## src/logic/jtag_user_config.svh

```systemverilog
`ifndef JTAG_USER_CONFIG_SVH
`define JTAG_USER_CONFIG_SVH

// Bits carried by one inbound DR scan
`define JTAG_BYTE_WIDTH 8

// Width of row and col in each tile
`define JTAG_GRID_BITS 18

// Running sum wraps at this width
`define JTAG_RESULT_WIDTH 16

`endif

```

## src/logic/jtag_user_pkg.sv

```systemverilog
`include "jtag_user_config.svh"

package jtag_user_pkg;

    // One decoded "row,col" line
    typedef struct packed {
        logic [`JTAG_GRID_BITS-1:0] row;
        logic [`JTAG_GRID_BITS-1:0] col;
    } tile_t;

    // Captured DR word; done sits in bit 0 so it leaves on tdo first
    typedef struct packed {
        logic [`JTAG_RESULT_WIDTH-1:0] sum;
        logic                          done;
    } result_t;

    // Line parser states
    typedef enum logic [1:0] {
        LINE_ROW = 2'd0,
        LINE_COL = 2'd1,
        LINE_EOF = 2'd2
    } line_state_e;

endpackage

```

## src/logic/tap_decoder.sv

```systemverilog
`timescale 1ns/1ps
`include "jtag_user_config.svh"

module tap_decoder (
    input  logic                        tck,
    input  logic                        tdi,
    input  logic                        test_logic_reset,
    input  logic                        ir_is_user,
    input  logic                        shift_dr,
    input  logic                        update_dr,
    output logic                        byte_valid,
    output logic [`JTAG_BYTE_WIDTH-1:0] byte_data
);

    logic [`JTAG_BYTE_WIDTH-1:0] shift_reg;

    // LSB arrives first, so new bits enter at the top
    always_ff @(posedge tck) begin
        if (shift_dr && ir_is_user) begin
            shift_reg <= {tdi, shift_reg[`JTAG_BYTE_WIDTH-1:1]};
        end
    end

    always_ff @(posedge tck) begin
        if (test_logic_reset) begin
            byte_valid <= 1'b0;
        end else begin
            byte_valid <= update_dr && ir_is_user;
        end
    end

    // Byte is held until the next user update
    always_ff @(posedge tck) begin
        if (update_dr && ir_is_user) begin
            byte_data <= shift_reg;
        end
    end

    // Update-DR is a single TAP state, never two in a row
    a_single_byte_strobe: assert property (
        @(posedge tck) disable iff (test_logic_reset)
        byte_valid |=> !byte_valid
    );

endmodule

```

## src/logic/line_decoder.sv

```systemverilog
`timescale 1ns/1ps
`include "jtag_user_config.svh"

module line_decoder (
    input  logic                        tck,
    input  logic                        test_logic_reset,
    input  logic                        byte_valid,
    input  logic [`JTAG_BYTE_WIDTH-1:0] byte_data,
    output logic                        tile_valid,
    output jtag_user_pkg::tile_t        tile,
    output logic                        end_of_file
);

    localparam logic [`JTAG_BYTE_WIDTH-1:0] char_nul   = 8'h00;
    localparam logic [`JTAG_BYTE_WIDTH-1:0] char_lf    = 8'h0A;
    localparam logic [`JTAG_BYTE_WIDTH-1:0] char_comma = 8'h2C;
    localparam logic [`JTAG_BYTE_WIDTH-1:0] char_zero  = 8'h30;
    localparam logic [`JTAG_BYTE_WIDTH-1:0] char_nine  = 8'h39;

    jtag_user_pkg::line_state_e state;

    logic [`JTAG_GRID_BITS-1:0] row;
    logic [`JTAG_GRID_BITS-1:0] col;
    logic                       is_digit;
    logic [3:0]                 digit;
    logic                       emit_tile;

    // value * 10 + digit wraps at the grid width
    function automatic logic [`JTAG_GRID_BITS-1:0] add_digit(
        input logic [`JTAG_GRID_BITS-1:0] value,
        input logic [3:0]                 new_digit
    );
        logic [`JTAG_GRID_BITS-1:0] times_ten;
        times_ten = (value << 3) + (value << 1);
        return times_ten + {{(`JTAG_GRID_BITS-4){1'b0}}, new_digit};
    endfunction

    // ASCII digits keep their value in the low nibble
    assign is_digit  = (byte_data >= char_zero) && (byte_data <= char_nine);
    assign digit     = byte_data[3:0];
    assign emit_tile = byte_valid && (state == jtag_user_pkg::LINE_COL)
                       && (byte_data == char_lf);

    always_ff @(posedge tck) begin
        if (test_logic_reset) begin
            state      <= jtag_user_pkg::LINE_ROW;
            tile_valid <= 1'b0;
            row        <= '0;
            col        <= '0;
        end else begin
            tile_valid <= emit_tile;
            if (byte_valid) begin
                case (state)
                    jtag_user_pkg::LINE_ROW: begin
                        if (is_digit) begin
                            row <= add_digit(row, digit);
                        end else if (byte_data == char_comma) begin
                            state <= jtag_user_pkg::LINE_COL;
                        end else if (byte_data == char_nul) begin
                            state <= jtag_user_pkg::LINE_EOF;
                        end
                    end
                    jtag_user_pkg::LINE_COL: begin
                        if (is_digit) begin
                            col <= add_digit(col, digit);
                        end else if (byte_data == char_lf) begin
                            row   <= '0;
                            col   <= '0;
                            state <= jtag_user_pkg::LINE_ROW;
                        end else if (byte_data == char_nul) begin
                            state <= jtag_user_pkg::LINE_EOF;
                        end
                    end
                    // Sticky until reset
                    jtag_user_pkg::LINE_EOF: begin
                        state <= jtag_user_pkg::LINE_EOF;
                    end
                    default: begin
                        state <= jtag_user_pkg::LINE_ROW;
                    end
                endcase
            end
        end
    end

    always_ff @(posedge tck) begin
        if (emit_tile) begin
            tile <= '{row: row, col: col};
        end
    end

    assign end_of_file = (state == jtag_user_pkg::LINE_EOF);

    // A single byte is either a line feed or a NUL, not both
    a_tile_or_eof: assert property (
        @(posedge tck) disable iff (test_logic_reset)
        !(tile_valid && $rose(end_of_file))
    );

endmodule

```

## src/logic/tile_accumulator.sv

```systemverilog
`timescale 1ns/1ps
`include "jtag_user_config.svh"

module tile_accumulator (
    input  logic                   tck,
    input  logic                   test_logic_reset,
    input  logic                   tile_valid,
    input  jtag_user_pkg::tile_t   tile,
    input  logic                   end_of_file,
    output jtag_user_pkg::result_t result
);

    // At most 2 * 18 set bits per tile
    logic [5:0] tile_ones;

    always_comb begin
        tile_ones = 6'($countones(tile.row)) + 6'($countones(tile.col));
    end

    always_ff @(posedge tck) begin
        if (test_logic_reset) begin
            result.sum  <= '0;
            result.done <= 1'b0;
        end else begin
            result.done <= end_of_file;
            if (tile_valid) begin
                // wraps silently at the result width
                result.sum <= result.sum + {{(`JTAG_RESULT_WIDTH-6){1'b0}}, tile_ones};
            end
        end
    end

    // Parser stops emitting once the NUL has been seen
    a_no_tile_after_done: assert property (
        @(posedge tck) disable iff (test_logic_reset)
        result.done |-> !tile_valid
    );

endmodule

```

## src/logic/tap_encoder.sv

```systemverilog
`timescale 1ns/1ps
`include "jtag_user_config.svh"

module tap_encoder (
    input  logic                   tck,
    input  logic                   test_logic_reset,
    input  logic                   ir_is_user,
    input  logic                   capture_dr,
    input  logic                   shift_dr,
    input  jtag_user_pkg::result_t result,
    output logic                   tdo
);

    // Sum plus the done flag
    logic [`JTAG_RESULT_WIDTH:0] shift_reg;
    logic                        user_capture;
    logic                        user_shift;

    assign user_capture = capture_dr && ir_is_user;
    assign user_shift   = shift_dr && ir_is_user;

    always_ff @(posedge tck) begin
        if (test_logic_reset) begin
            shift_reg <= '0;
        end else if (user_capture) begin
            shift_reg <= result;
        end else if (user_shift) begin
            shift_reg <= {1'b0, shift_reg[`JTAG_RESULT_WIDTH:1]};
        end
    end

    // Done first, then sum LSB upward
    assign tdo = shift_reg[0];

    // Capture-DR and Shift-DR are distinct TAP states
    a_capture_not_shift: assert property (
        @(posedge tck) disable iff (test_logic_reset)
        !(capture_dr && shift_dr)
    );

endmodule

```

## src/logic/user_logic.sv

```systemverilog
`timescale 1ns/1ps
`include "jtag_user_config.svh"

module user_logic (
    // Raw JTAG pins
    input  logic tck,
    input  logic tdi,
    output logic tdo,
    // TAP controller state levels
    input  logic test_logic_reset,
    input  logic run_test_idle,
    input  logic ir_is_user,
    input  logic capture_dr,
    input  logic shift_dr,
    input  logic update_dr
);

    logic                        byte_valid;
    logic [`JTAG_BYTE_WIDTH-1:0] byte_data;

    logic                        tile_valid;
    jtag_user_pkg::tile_t        tile;
    logic                        end_of_file;

    jtag_user_pkg::result_t      result;

    // Inbound bytes, one per DR scan
    tap_decoder tap_decoder_i (
        .tck              (tck),
        .tdi              (tdi),
        .test_logic_reset (test_logic_reset),
        .ir_is_user       (ir_is_user),
        .shift_dr         (shift_dr),
        .update_dr        (update_dr),
        .byte_valid       (byte_valid),
        .byte_data        (byte_data)
    );

    line_decoder line_decoder_i (
        .tck              (tck),
        .test_logic_reset (test_logic_reset),
        .byte_valid       (byte_valid),
        .byte_data        (byte_data),
        .tile_valid       (tile_valid),
        .tile             (tile),
        .end_of_file      (end_of_file)
    );

    tile_accumulator tile_accumulator_i (
        .tck              (tck),
        .test_logic_reset (test_logic_reset),
        .tile_valid       (tile_valid),
        .tile             (tile),
        .end_of_file      (end_of_file),
        .result           (result)
    );

    // Outbound result word on tdo
    tap_encoder tap_encoder_i (
        .tck              (tck),
        .test_logic_reset (test_logic_reset),
        .ir_is_user       (ir_is_user),
        .capture_dr       (capture_dr),
        .shift_dr         (shift_dr),
        .result           (result),
        .tdo              (tdo)
    );

    // Idle state is not needed by this DR
    wire unused_ok = 1'b0 && &{1'b0, run_test_idle, 1'b0};

endmodule

```

## config.mk

```make
export PLATFORM = sky130hd
export DESIGN_NAME = user_logic
export DESIGN_NICKNAME = d
export VERILOG_FILES = /design/src/logic/jtag_user_pkg.sv /design/src/logic/tap_decoder.sv /design/src/logic/line_decoder.sv /design/src/logic/tile_accumulator.sv /design/src/logic/tap_encoder.sv /design/src/logic/user_logic.sv
export VERILOG_INCLUDE_DIRS = /design/src /design/src/logic
export SDC_FILE = /design/constraint.sdc
export NUM_CORES = 1
export LEC_CHECK = 0
export ABC_AREA = 1
export BUFFER_PORTS_ARGS = -buffer_cell sky130_fd_sc_hd__buf_2
export CAP_MARGIN = 25
export CELL_PAD_IN_SITES_DETAIL_PLACEMENT = 1
export CELL_PAD_IN_SITES_GLOBAL_PLACEMENT = 1
export CORE_MARGIN = 1.5
export CORE_UTILIZATION = 39
export CTS_BUF_LIST = sky130_fd_sc_hd__clkbuf_2
export CTS_CLUSTER_DIAMETER = 100
export DETAILED_ROUTE_END_ITERATION = 8
export GPL_TIMING_DRIVEN = 0
export HOLD_SLACK_MARGIN = 0.02
export PLACE_DENSITY_LB_ADDON = 0.12
export SYNTH_ARGS = -nofsm -noshare
export SYNTH_HDL_FRONTEND = slang
export SYNTH_SLANG_ARGS = --single-unit
```

## constraint.sdc

```tcl
create_clock -name tck -period 13.3 [get_ports tck]
set_input_delay 1.995 -clock tck [delete_from_list [all_inputs] [get_ports tck]]
set_output_delay 1.995 -clock tck [all_outputs]
set_load 0.03 [all_outputs]
```

[Word level (Yosys, flattened, before mapping)]
Index checks and enable logic that the tools add are counted.
Word-level totals
  output and inout bits: 1
  word-level logic and storage cells: 89
  bits of input ports: 8
  bits in registers: 126
Operators by class
  order comparisons: 2
  reduce and logical (&&, ||, !) cells: 14
  add/sub/neg operators: 40
  multiplexer cells: 13
  equal/unequal tests: 8
Operators with widths (count)
  $add A6 B6 Y6: 17
  $mux W18: 4
  $add A1 B1 Y2: 18
  $add A18 B18 Y18: 2
  $add A18 B4 Y18: 2
  $pmux W18 S2: 1
  $mux W17: 2
  $add A16 B6 Y16: 1
  $mux W2: 5
  $eq A8 B4 Y1 const B: 1
  $eq A8 B6 Y1 const B: 1
  $ge A8 B6 Y1 const B: 1
  $le A8 B6 Y1 const B: 1
  $logic_not A8 Y1: 1
  $logic_and A1 B1 Y1: 6
  $ne A2 B2 Y1 const B: 3
  $pmux W2 S3: 1
  $reduce_and A3 Y1: 2
  $reduce_bool A2 Y1: 3
  $reduce_and A5 Y1: 1
  $eq A2 B1 Y1 const B: 1
  $eq A2 B2 Y1 const B: 1
  $logic_not A2 Y1: 1
  $ne A2 B1 Y1 const B: 1

[Logic depth before layout (Yosys ltp)]
Gate-level depths: netlist of run 1.
  depth in word-level cells: 7
  mapped depth: 29

[Modules after synthesis]
A second synthesis of run 1 with hierarchy kept.
Second synthesis, totals
  cell total of the unflattened synthesis: 1107
  area, all modules: 8632.0 µm²
By module, submodules not included
  line_decoder: area each 5046.1 µm², instances 1, cells an instance 654
  tile_accumulator: area each 2035.7 µm², instances 1, cells an instance 271
  tap_encoder: area each 1028.5 µm², instances 1, cells an instance 160
  tap_decoder: area each 521.8 µm², instances 1, cells an instance 22

[Least setup slack after synthesis of run 1]
Ideal clock, no wire load.
  path type: reg2reg
  start: register, netlist name line_decoder_i.tile[24]
  end: register, netlist name tile_accumulator_i.result[10]
  buffers on the path: 0
  path slack: 7534 ps
  data arrival time: 5702 ps
  setup time: 64 ps
  clock period less this slack: 5766 ps
  cell stages (with the launch flop): 28
  cells stage by stage: edfxtp_1 -> ha_1 -> inv_1 -> fa_1 -> fa_1 -> inv_1 -> fa_1 -> fa_1 -> fa_1 -> inv_1 -> fa_1 -> inv_1 -> ha_1 -> nand3_1 -> nand3_1 -> nand2_1 -> nand2_1 -> a21oi_1 -> xnor2_1 -> ha_1 -> nand2_1 -> inv_1 -> nand3_1 -> o21ai_2 -> nand2_1 -> o21ai_0 -> nand2_1 -> nor2_1
Between the ends
  word-level cells in the longest chain between the ends: 7
Ends and longest elaborated chain
  $add A1 B1 Y2 (not written as such): line tile_accumulator.sv:17  | tile_ones = 6'($countones(tile.row)) + 6'($countones(tile.col));
  $add A6 B6 Y6 (not written as such) (4 in a row): line tile_accumulator.sv:17
  $add A6 B6 Y6: line tile_accumulator.sv:17
  $add A16 B6 Y16: line tile_accumulator.sv:28  | result.sum <= result.sum + {{(`JTAG_RESULT_WIDTH-6){1'b0}}, tile_ones};
No other way between the ends.
A chain may end at the register's enable or synchronous reset.

[Worst setup path after layout of run 1]
  start: register, netlist name line_decoder_i.tile[19]
  end: register, netlist name tile_accumulator_i.result[10]
Between the ends
  word-level cells in the longest chain between the ends: 7
Ends and longest elaborated chain (line)
  $add A1 B1 Y2 (not written as such): tile_accumulator.sv:17
  $add A6 B6 Y6 (not written as such) (4 in a row): tile_accumulator.sv:17
  $add A6 B6 Y6: tile_accumulator.sv:17
  $add A16 B6 Y16: tile_accumulator.sv:28
No other way between the ends.

==> results of run 1 <==
critical path, stage by stage (launching register included):
cell      delay (ps)
edfxtp_1         440
ha_1             280
inv_1             50
fa_1             410
inv_1            110
fa_1             480
fa_1             530
fa_1             510
fa_1             550
inv_1             60
fa_1             620
inv_1             60
ha_1             290
nand3_1           70
nand3_1          120
nand2_1           90
nand2_1           50
a21oi_1          150
xnor2_1          130
ha_1             350
nand2_1           60
inv_1             70
nand3_1           80
o21ai_2          220
nand2_1          180
o21ai_0          200
nand2_1           70
nor2_1           110
layout make-up:
class                           count  area, um2  area share [%]
Multi-Input combinational cell    703       4539           50.41
Sequential cell                   126       3043           33.79
Inverter                          184      690.7           7.670
Tap cell                          275      344.1           3.821
Clock inverter                     15      147.6           1.640
Buffer                             17      95.09           1.056
Clock buffer                       17      85.08          0.9448
Timing Repair Buffer                7      57.56          0.6392
Antenna cell                        1      2.502         0.02779
power by group through the flow:
stage | Combinational [mW] | Clock (mW) | Sequential (mW)
finish | 0.0246 | 0.242 | 0.410
floorplan | 0.0170 | 0 | 0.416
global route | 0.0283 | 0.268 | 0.411
detailed placement | 0.0253 | 0 | 0.418
CTS | 0.0254 | 0.252 | 0.410
global placement | 0.0248 | 0 | 0.418
metrics by stage:
step                utilization [%]  std cells  setup WS [ps]
finish                        42.84       1345           6913
global route                  42.84       1345           6411
CTS                           42.82       1344           6834
detailed placement            41.72       1312           6862
global placement              41.59       1311           6965
floorplan                         -       1030           7534
cell families (layout without fill, tap and decap cells):
kind of cell,after synthesis,in the layout,synth area share [%]
adders and majority gates,129,129,22.34
AOI/OAI and AO/OA,128,128,7.984
and+or+nand+nor,426,426,21.83
xor gates and xnor gates,20,20,2.093
other,0,1,0
buffers and inverters,201,240,9.390
DFF,126,126,36.36
metal layers:
metal	GRT usage [%]	vias up
li1	-	3371
met1	27.88	3112
met2	31.27	50
met3	3.598	12
met4	3.762	0
met5	0	-
worst max-delay path by stage:
stage	from	to	cells past startpoint
final	line_decoder_i.tile[19]	tile_accumulator_i.result[10]	27
after global routing	line_decoder_i.tile[24]	tile_accumulator_i.result[10]	27
after CTS	line_decoder_i.tile[19]	tile_accumulator_i.result[10]	27
after detailed placement	line_decoder_i.tile[19]	tile_accumulator_i.result[10]	27
after global placement	line_decoder_i.tile[24]	tile_accumulator_i.result[10]	27
after floorplan	line_decoder_i.tile[24]	tile_accumulator_i.result[10]	27
cell usage in the layout, fill, tap and decap left out, types with 3 or more instances in the layout:
cell | netlist | layout
nand2_2 | 4 | 4
a21oi_1 | 71 | 71
a31oi_1 | 3 | 3
clkbuf_1 | 10 | 10
nor3_1 | 6 | 6
dfxtp_1 | 74 | 74
and2_1 | 3 | 3
or2_2 | 8 | 8
fa_1 | 34 | 34
ha_1 | 95 | 95
nand3b_1 | 7 | 7
clkbuf_2 | 0 | 17
inv_1 | 181 | 181
nand3_1 | 66 | 66
edfxtp_1 | 52 | 52
nor2_1 | 60 | 60
o21ai_0 | 44 | 44
xnor2_1 | 7 | 7
buf_2 | 4 | 10
nand2_1 | 256 | 256
nand4_1 | 9 | 9
inv_6 | 0 | 8
xor2_1 | 13 | 13
==> impl_summary.txt, run 1 <==
----------------------------------------------------
[Clock tree]
  Clock latency reported for the late side of the worst-skew pair ... approximately 740 ps
  Clock sink total ... roughly 130
  Buffers inserted during post-CTS setup optimization ... 0
  Worst-path clk slew ... approximately 240 ps
  Number of cells upsized or downsized after cts ... 0
  H-Tree Level Count ... 4
  Count of hold-fix buffers inserted at cts ... 0
  Num CTS Buffers ... 17
  Clock tree root driver cell ... clkbuf_2
  Largest buffer count on any clock path ... 2
  Clock tree from TritonCTS ... done

[Outcome]
  Outcome ... complete, no violations

[Power and ir drop]
  Power dissipated by switching net loads ... between 0.15 and 0.2 mW
  Total power divided by cell area ... approximately 75 mW/mm2
  Final Total Pwr ... 0.6761 mW
  Sequential cell fraction of total power ... between 60% and 70%
  Internal power consumption ... between 0.4 and 0.5 mW
  Highest ir drop seen on vdd ... roughly 0.000065 V
  Part of the power in the clock network ... 35.8%
  Leakage Power ... approximately 4.5 nW
  Share of power burned in combinational logic ... under 10%
  Switching fraction of total power ... about 28%

[Yosys]
  Number of flops mapped to enable cells by yosys ... between 50 and 60
  Sequential share of the synthesized area ... between 30% and 40%
  Flip-flop and latch count after synthesis ... approximately 130
  Largest area contributor in the synthesized netlist ... edfxtp_1
  Top-count cell post-synth ... nand2_1
  Prevailing post-synth register cell ... dfxtp_1
  Yosys synthesis warning count ... 0
  Netlist Area Pre-Place ... ~0.0084 mm2
  Top cells by count, synth ... 256 x nand2_1, 181 x inv_1, 95 x ha_1
  Top area cells in the synthesized netlist ... edfxtp_1 19%, dfxtp_1 18%, ha_1 14%
  Share of async-settable or async-resettable flops after synthesis ... 0%
  Post-Syn Nets ... 1167
  Synthesized netlist cell count ... 1030
  Netlist cell types ... 39
  Post-synth top area share ... 18.66%
  Avg Cell Area, Syn ... 8.124 um2

[Global route]
  Initial antenna violation count ... 1
  GRT Overall Usage ... about a fifth
  Pin count of the biggest net entering global routing ... 20
  Vias in the first global route ... just under 7000
  Global-route wire length before repair ... between 30 and 40 mm
  Total congestion overflow ... 0

[Drt]
  Met3 routed WL ... slightly above 500 um
  Drt first pass iters ... 4
  Met2 WL ... ~9 mm
  Top sig layer ... met4
  Routed vias ... 6545
  Average wire length per cell after detail routing ... 15.11 um
  DRC errors left ... 0
  Routed wire length ... roughly 20 mm
  Starting DRC count in detailed routing ... ~240
  Detailed-route vias per instance ... 4.866
  Routed met1 length ... roughly 11 mm
  Number of nets still failing antenna checks after routing ... 0

[Worst setup path]
  Required arrival time at the worst endpoint ... roughly 14000 ps
  Worst Setup Start Kind ... flop
  Worst Setup Path Type ... flop to flop
  FF-to-FF setup slack ... slightly below 7000 ps
  Register-to-Register Path Depth ... 27
  Data arrival time of the critical path ... about 7100 ps
  Reg-to-reg startpoint ... line_decoder_i.tile[19]
  Worst reg2reg path endpoint ... tile_accumulator_i.result[10]
  Worst Setup End Kind ... flop
  Critical path fanouts, max ... 6

[STA]
  Worst clock skew ... about 58 ps
  Unrepaired setup endpoints after global routing ... false
  Fin crit period ... about 6400 ps
  Accumulated negative setup slack ... 0 ps
  Min Hold Slack ... 464.2 ps
  Slew margin rel. ... approximately two fifths
  Setup violation total in the final timing report ... 0
  Number of hold violations in the final report ... 0
  Max-slew violations ... 0
  Highest clock frequency the design can meet ... ~0.16 GHz
  Post-route fraction of the period consumed by the critical path ... 48.02%
  Slew at the pin with the worst max-slew slack ... 904.0 ps

[Min path]
  Number of cells traversed by the worst hold path ... 0
  Worst min-delay path class ... flop to flop
  Worst hold start ... line_decoder_i.row[17]
  Hold Path Sink ... line_decoder_i.tile[35]

[Final layout]
  Synth-to-layout area growth ... 7.611%
  Fillcell total ... around 2600
  Fraction of final layout cells with drive strength greater than 1 ... 6.268%
  Net total in the final layout ... approximately 1200
  Number of flip-flops under the largest register name ... 36
  Final cell area excluding filler cells ... between 0.009 and 0.01 mm2
  Regs by FF count ... line_decoder_i.tile x36, line_decoder_i.col x18, line_decoder_i.row x18
  Register ranked first by flip-flop count ... line_decoder_i.tile

[Placement]
  Dpl hpwl ... roughly 16 mm
  Post-placement cell area ... around 0.0088 mm2
  Total of buffers placed on input and output ports ... 6
  Routability congestion estimate from global placement ... approximately 0.78

[Floorplan]
  Width of the die ... ~150 um
  Standard-cell row count ... between 50 and 60
  Vertical die dimension ... about 150 um
  Floorplan die area ... about 0.022 mm2
  Initial Utilization ... around 40%
  I/O pin count ... 9
  Area inside the core boundary ... ~0.021 mm2

[Flow run]
  Number of maximum-capacitance constraint violations ... 0

----------------------------------------------------
Note: power is estimated with default switching activity, not from simulation.
==> run 2, diff against run 1 <==
- clock period: 13.3 -> 5.26 ns (I/O delays scaled with it)
==> impl_summary.txt, run 2 (synthesis results as in run 1) <==
----------------------------------------------------
[Outcome]
  Outcome ... finished, violations left (was complete, no violations)
  Failing checks ... setup timing

[STA]
  Setup violation total in the final timing report ... 15 (was 0)
  Unrepaired setup endpoints after global routing ... true (was false)
  Final setup slack of the worst path ... -738.3 ps (was 6913 ps)
  Min Hold Slack ... 287.7 ps (was 464.2 ps)
  Slew at the pin with the worst max-slew slack ... 916.1 ps (was 904.0 ps)
  Post-route fraction of the period consumed by the critical path ... 114.0% (was 48.02%)
  Fin crit period ... 5998 ps (was 6387 ps)
  Highest clock frequency the design can meet ... 0.1667 GHz (was 0.1566 GHz)
  Worst clock skew ... 35.57 ps (was 58.10 ps)
  Slew margin rel. ... 38.86% (was 39.67%)
  Number of hold violations in the final report ... 0 (unchanged)
  Max-slew violations ... 0 (unchanged)

[Global route]
  Global-route wire length before repair ... 34.73 mm (was 34.02 mm)
  Pin count of the biggest net entering global routing ... 20 (unchanged)
  GRT Overall Usage ... 20.20% (was 19.62%)
  Total congestion overflow ... 0 (unchanged)
  Vias in the first global route ... 6823 (was 6762)
  Initial antenna violation count ... 1 (unchanged)

[Drt]
  Routed vias ... 6613 (was 6545)
  Starting DRC count in detailed routing ... 215 (was 238)
  Detailed-route vias per instance ... 4.855 (was 4.866)
  DRC errors left ... 0 (unchanged)
  Drt first pass iters ... 4 (unchanged)
  Number of nets still failing antenna checks after routing ... 0 (unchanged)
  Routed wire length ... 21.32 mm (was 20.32 mm)
  Average wire length per cell after detail routing ... 15.65 um (was 15.11 um)

[Worst setup path]
  Worst Setup Path Type ... flop to flop (unchanged)
  Required arrival time at the worst endpoint ... 5900 ps (was 14000 ps)
  Worst Setup End Kind ... flop (unchanged)
  FF-to-FF setup slack ... -740 ps (was 6910 ps)
  Max incr delay on CP ... 540 ps (was 620 ps)
  Worst Setup Start Kind ... flop (unchanged)
  Data arrival time of the critical path ... 6640 ps (was 7090 ps)
  Critical path fanouts, max ... 4 (was 6)
  Cell with the most instances on the worst path ... fa_1 (unchanged)
  Worst reg2reg path endpoint ... tile_accumulator_i.result[14] (was tile_accumulator_i.result[10])
  Reg-to-reg startpoint ... line_decoder_i.tile[8] (was line_decoder_i.tile[19])
  Register-to-Register Path Depth ... 23 (was 27)
  Critical path cell sequence ... ha_4 > inv_2 > fa_2 > fa_1 > fa_1 > xnor2_2 > xor2_1 > inv_1 > fa_1 > fa_1 > ha_2 > inv_2 > fa_2 > o221ai_2 > xor2_1 > ha_1 > nand2_1 > nand2_2 > a22oi_2 > o21ai_4 > buf_6 > a31oi_4 > nor2_2
  Worst-path cell with the longest stage delay ... fa_1 (unchanged)

[Final layout]
  Regs by FF count ... line_decoder_i.tile x36, line_decoder_i.col x18, line_decoder_i.row x18 (unchanged)
  Fraction of final layout cells with drive strength greater than 1 ... 14.36% (was 6.268%)
  Net total in the final layout ... 1210 (was 1193)
  Final standard cell count with taps included and fillers excluded ... 1362 (was 1345)
  Commonest non-fill, non-tap cells in the layout ... 245 x nand2_1, 165 x inv_1, 87 x ha_1 (was 256 x nand2_1, 181 x inv_1, 95 x ha_1)
  Synth-to-layout area growth ... 13.46% (was 7.611%)
  Final cell area excluding filler cells ... 0.009494 mm2 (was 0.009005 mm2)
  Register ranked first by flip-flop count ... line_decoder_i.tile (unchanged)
  Leading cell type in the layout, fill and taps excluded ... nand2_1 (unchanged)
  Number of flip-flops under the largest register name ... 36 (unchanged)

[Floorplan]
  Width of the die ... 149.5 um (unchanged)
  Vertical die dimension ... 149.5 um (unchanged)
  Standard-cell row count ... 53 (unchanged)
  Floorplan die area ... 0.02234 mm2 (unchanged)
  I/O pin count ... 9 (unchanged)
  Initial Utilization ... 39.81% (unchanged)
  Area inside the core boundary ... 0.02102 mm2 (unchanged)

[Placement]
  Post-placement cell area ... 0.008816 mm2 (was 0.008770 mm2)
  Total of buffers placed on input and output ports ... 6 (unchanged)
  Routability congestion estimate from global placement ... 0.7775 (was 0.7832)
  Cell count after placement ... 1312 (unchanged)
  Dpl hpwl ... 16.61 mm (was 16.49 mm)

[Clock tree]
  Largest buffer count on any clock path ... 2 (unchanged)
  Clock sink total ... 126 (unchanged)
  Clock tree from TritonCTS ... done (unchanged)
  H-Tree Level Count ... 4 (unchanged)
  Clock tree root driver cell ... clkbuf_2 (unchanged)
  Worst-path clk slew ... 220 ps (was 240 ps)
  Num CTS Buffers ... 17 (unchanged)
  Clock latency reported for the late side of the worst-skew pair ... 720 ps (was 740 ps)

[Flow run]
  Number of maximum-capacitance constraint violations ... 0 (unchanged)

[Min path]
  Worst min-delay path class ... primary input to flop (was flop to flop)
  Worst hold start ... tdi (was line_decoder_i.row[17])
  Number of cells traversed by the worst hold path ... 1 (was 0)
  Hold Path Sink ... tap_decoder_i.shift_reg[7] (was line_decoder_i.tile[35])

[Power and ir drop]
  Final Total Pwr ... 1.746 mW (was 0.6761 mW)
  Total power divided by cell area ... 183.9 mW/mm2 (was 75.09 mW/mm2)
  Leakage Power ... 4.637 nW (was 4.483 nW)
  Highest ir drop seen on vdd ... 0.0001670 V (was 0.00006549 V)

----------------------------------------------------
==> run 2: changes by cell type in the layout (fill, tap and decap cells not counted), moves of 12 or more <==
cell     change
inv_1       -16
buf_4       +12
inv_2       +16
nand3_1     -12
==> run 2: where the power goes <==
part / internal (mW) / total (mW) / leakage [nW] / switching (mW)
combinational: 0.0190 / 0.0654 / 3.40 / 0.0463
clock: 0.229 / 0.645 / 0.142 / 0.416
sequential: 1.03 / 1.04 / 1.10 / 0.00886
==> run 2: worst max-delay path: cells and delay by family, from the launching register on <==
kind / cells / cell delay (ps)
compound gates: 4 / 630
xor+xnor: 3 / 590
fa+ha+maj: 9 / 3710
buf+inv: 4 / 280
flops: 1 / 480
simple gates: 3 / 230
==> run 2: worst max-delay path by stage <==
stage,from,end,slack (ps),cells past startpoint
2_1_floorplan,line_decoder_i.tile[33],tile_accumulator_i.result[10],-310,27
3_3_place_gp,line_decoder_i.tile[33],tile_accumulator_i.result[10],-830,27
3_5_place_dp,line_decoder_i.tile[33],tile_accumulator_i.result[10],-930,27
4_1_cts,line_decoder_i.tile[8],tile_accumulator_i.result[14],-680,23
5_1_grt,line_decoder_i.tile[8],tile_accumulator_i.result[14],-990,23
6_report,line_decoder_i.tile[8],tile_accumulator_i.result[14],-740,23
==> run 2: what timing repair did <==
action,CTS,global route
setup endpoints to repair,15,15
resized for setup,57,26
hold buffers,0,0
buffers inserted,9,8
pin swaps,53,21
==> run 2: cell type report <==
| class | count | area, um2 |
|---|---|---|
| Fill cell | 2555 | 11530 |
| Multi-Input combinational cell | 703 | 4866 |
| Tap cell | 275 | 344.1 |
| Clock inverter | 14 | 158.9 |
| Antenna cell | 1 | 2.502 |
| Clock buffer | 18 | 90.09 |
| Timing Repair Buffer | 24 | 203.9 |
| Sequential cell | 126 | 3043 |
| Buffer | 17 | 95.09 |
| Inverter | 184 | 690.7 |
==> run 2: through the flow <==
step | TNS [ps] | setup slack (ps) | utilization, %
global route | -12480 | -986.4 | 45.16
floorplan | -1871 | -306.9 | -
global placement | -8310 | -830.2 | 41.81
finish | -8854 | -738.3 | 45.16
detailed placement | -8870 | -931.3 | 41.94
CTS | -7492 | -676.6 | 44.40
==> run 2: metal layers <==
metal	routed length (um)	global-route usage (%)	vias to the layer above
li1	-	-	3409
met1	10510	27.55	3146
met2	10120	33.50	39
met3	455	3.628	19
met4	225	4.109	0
met5	0	0	-
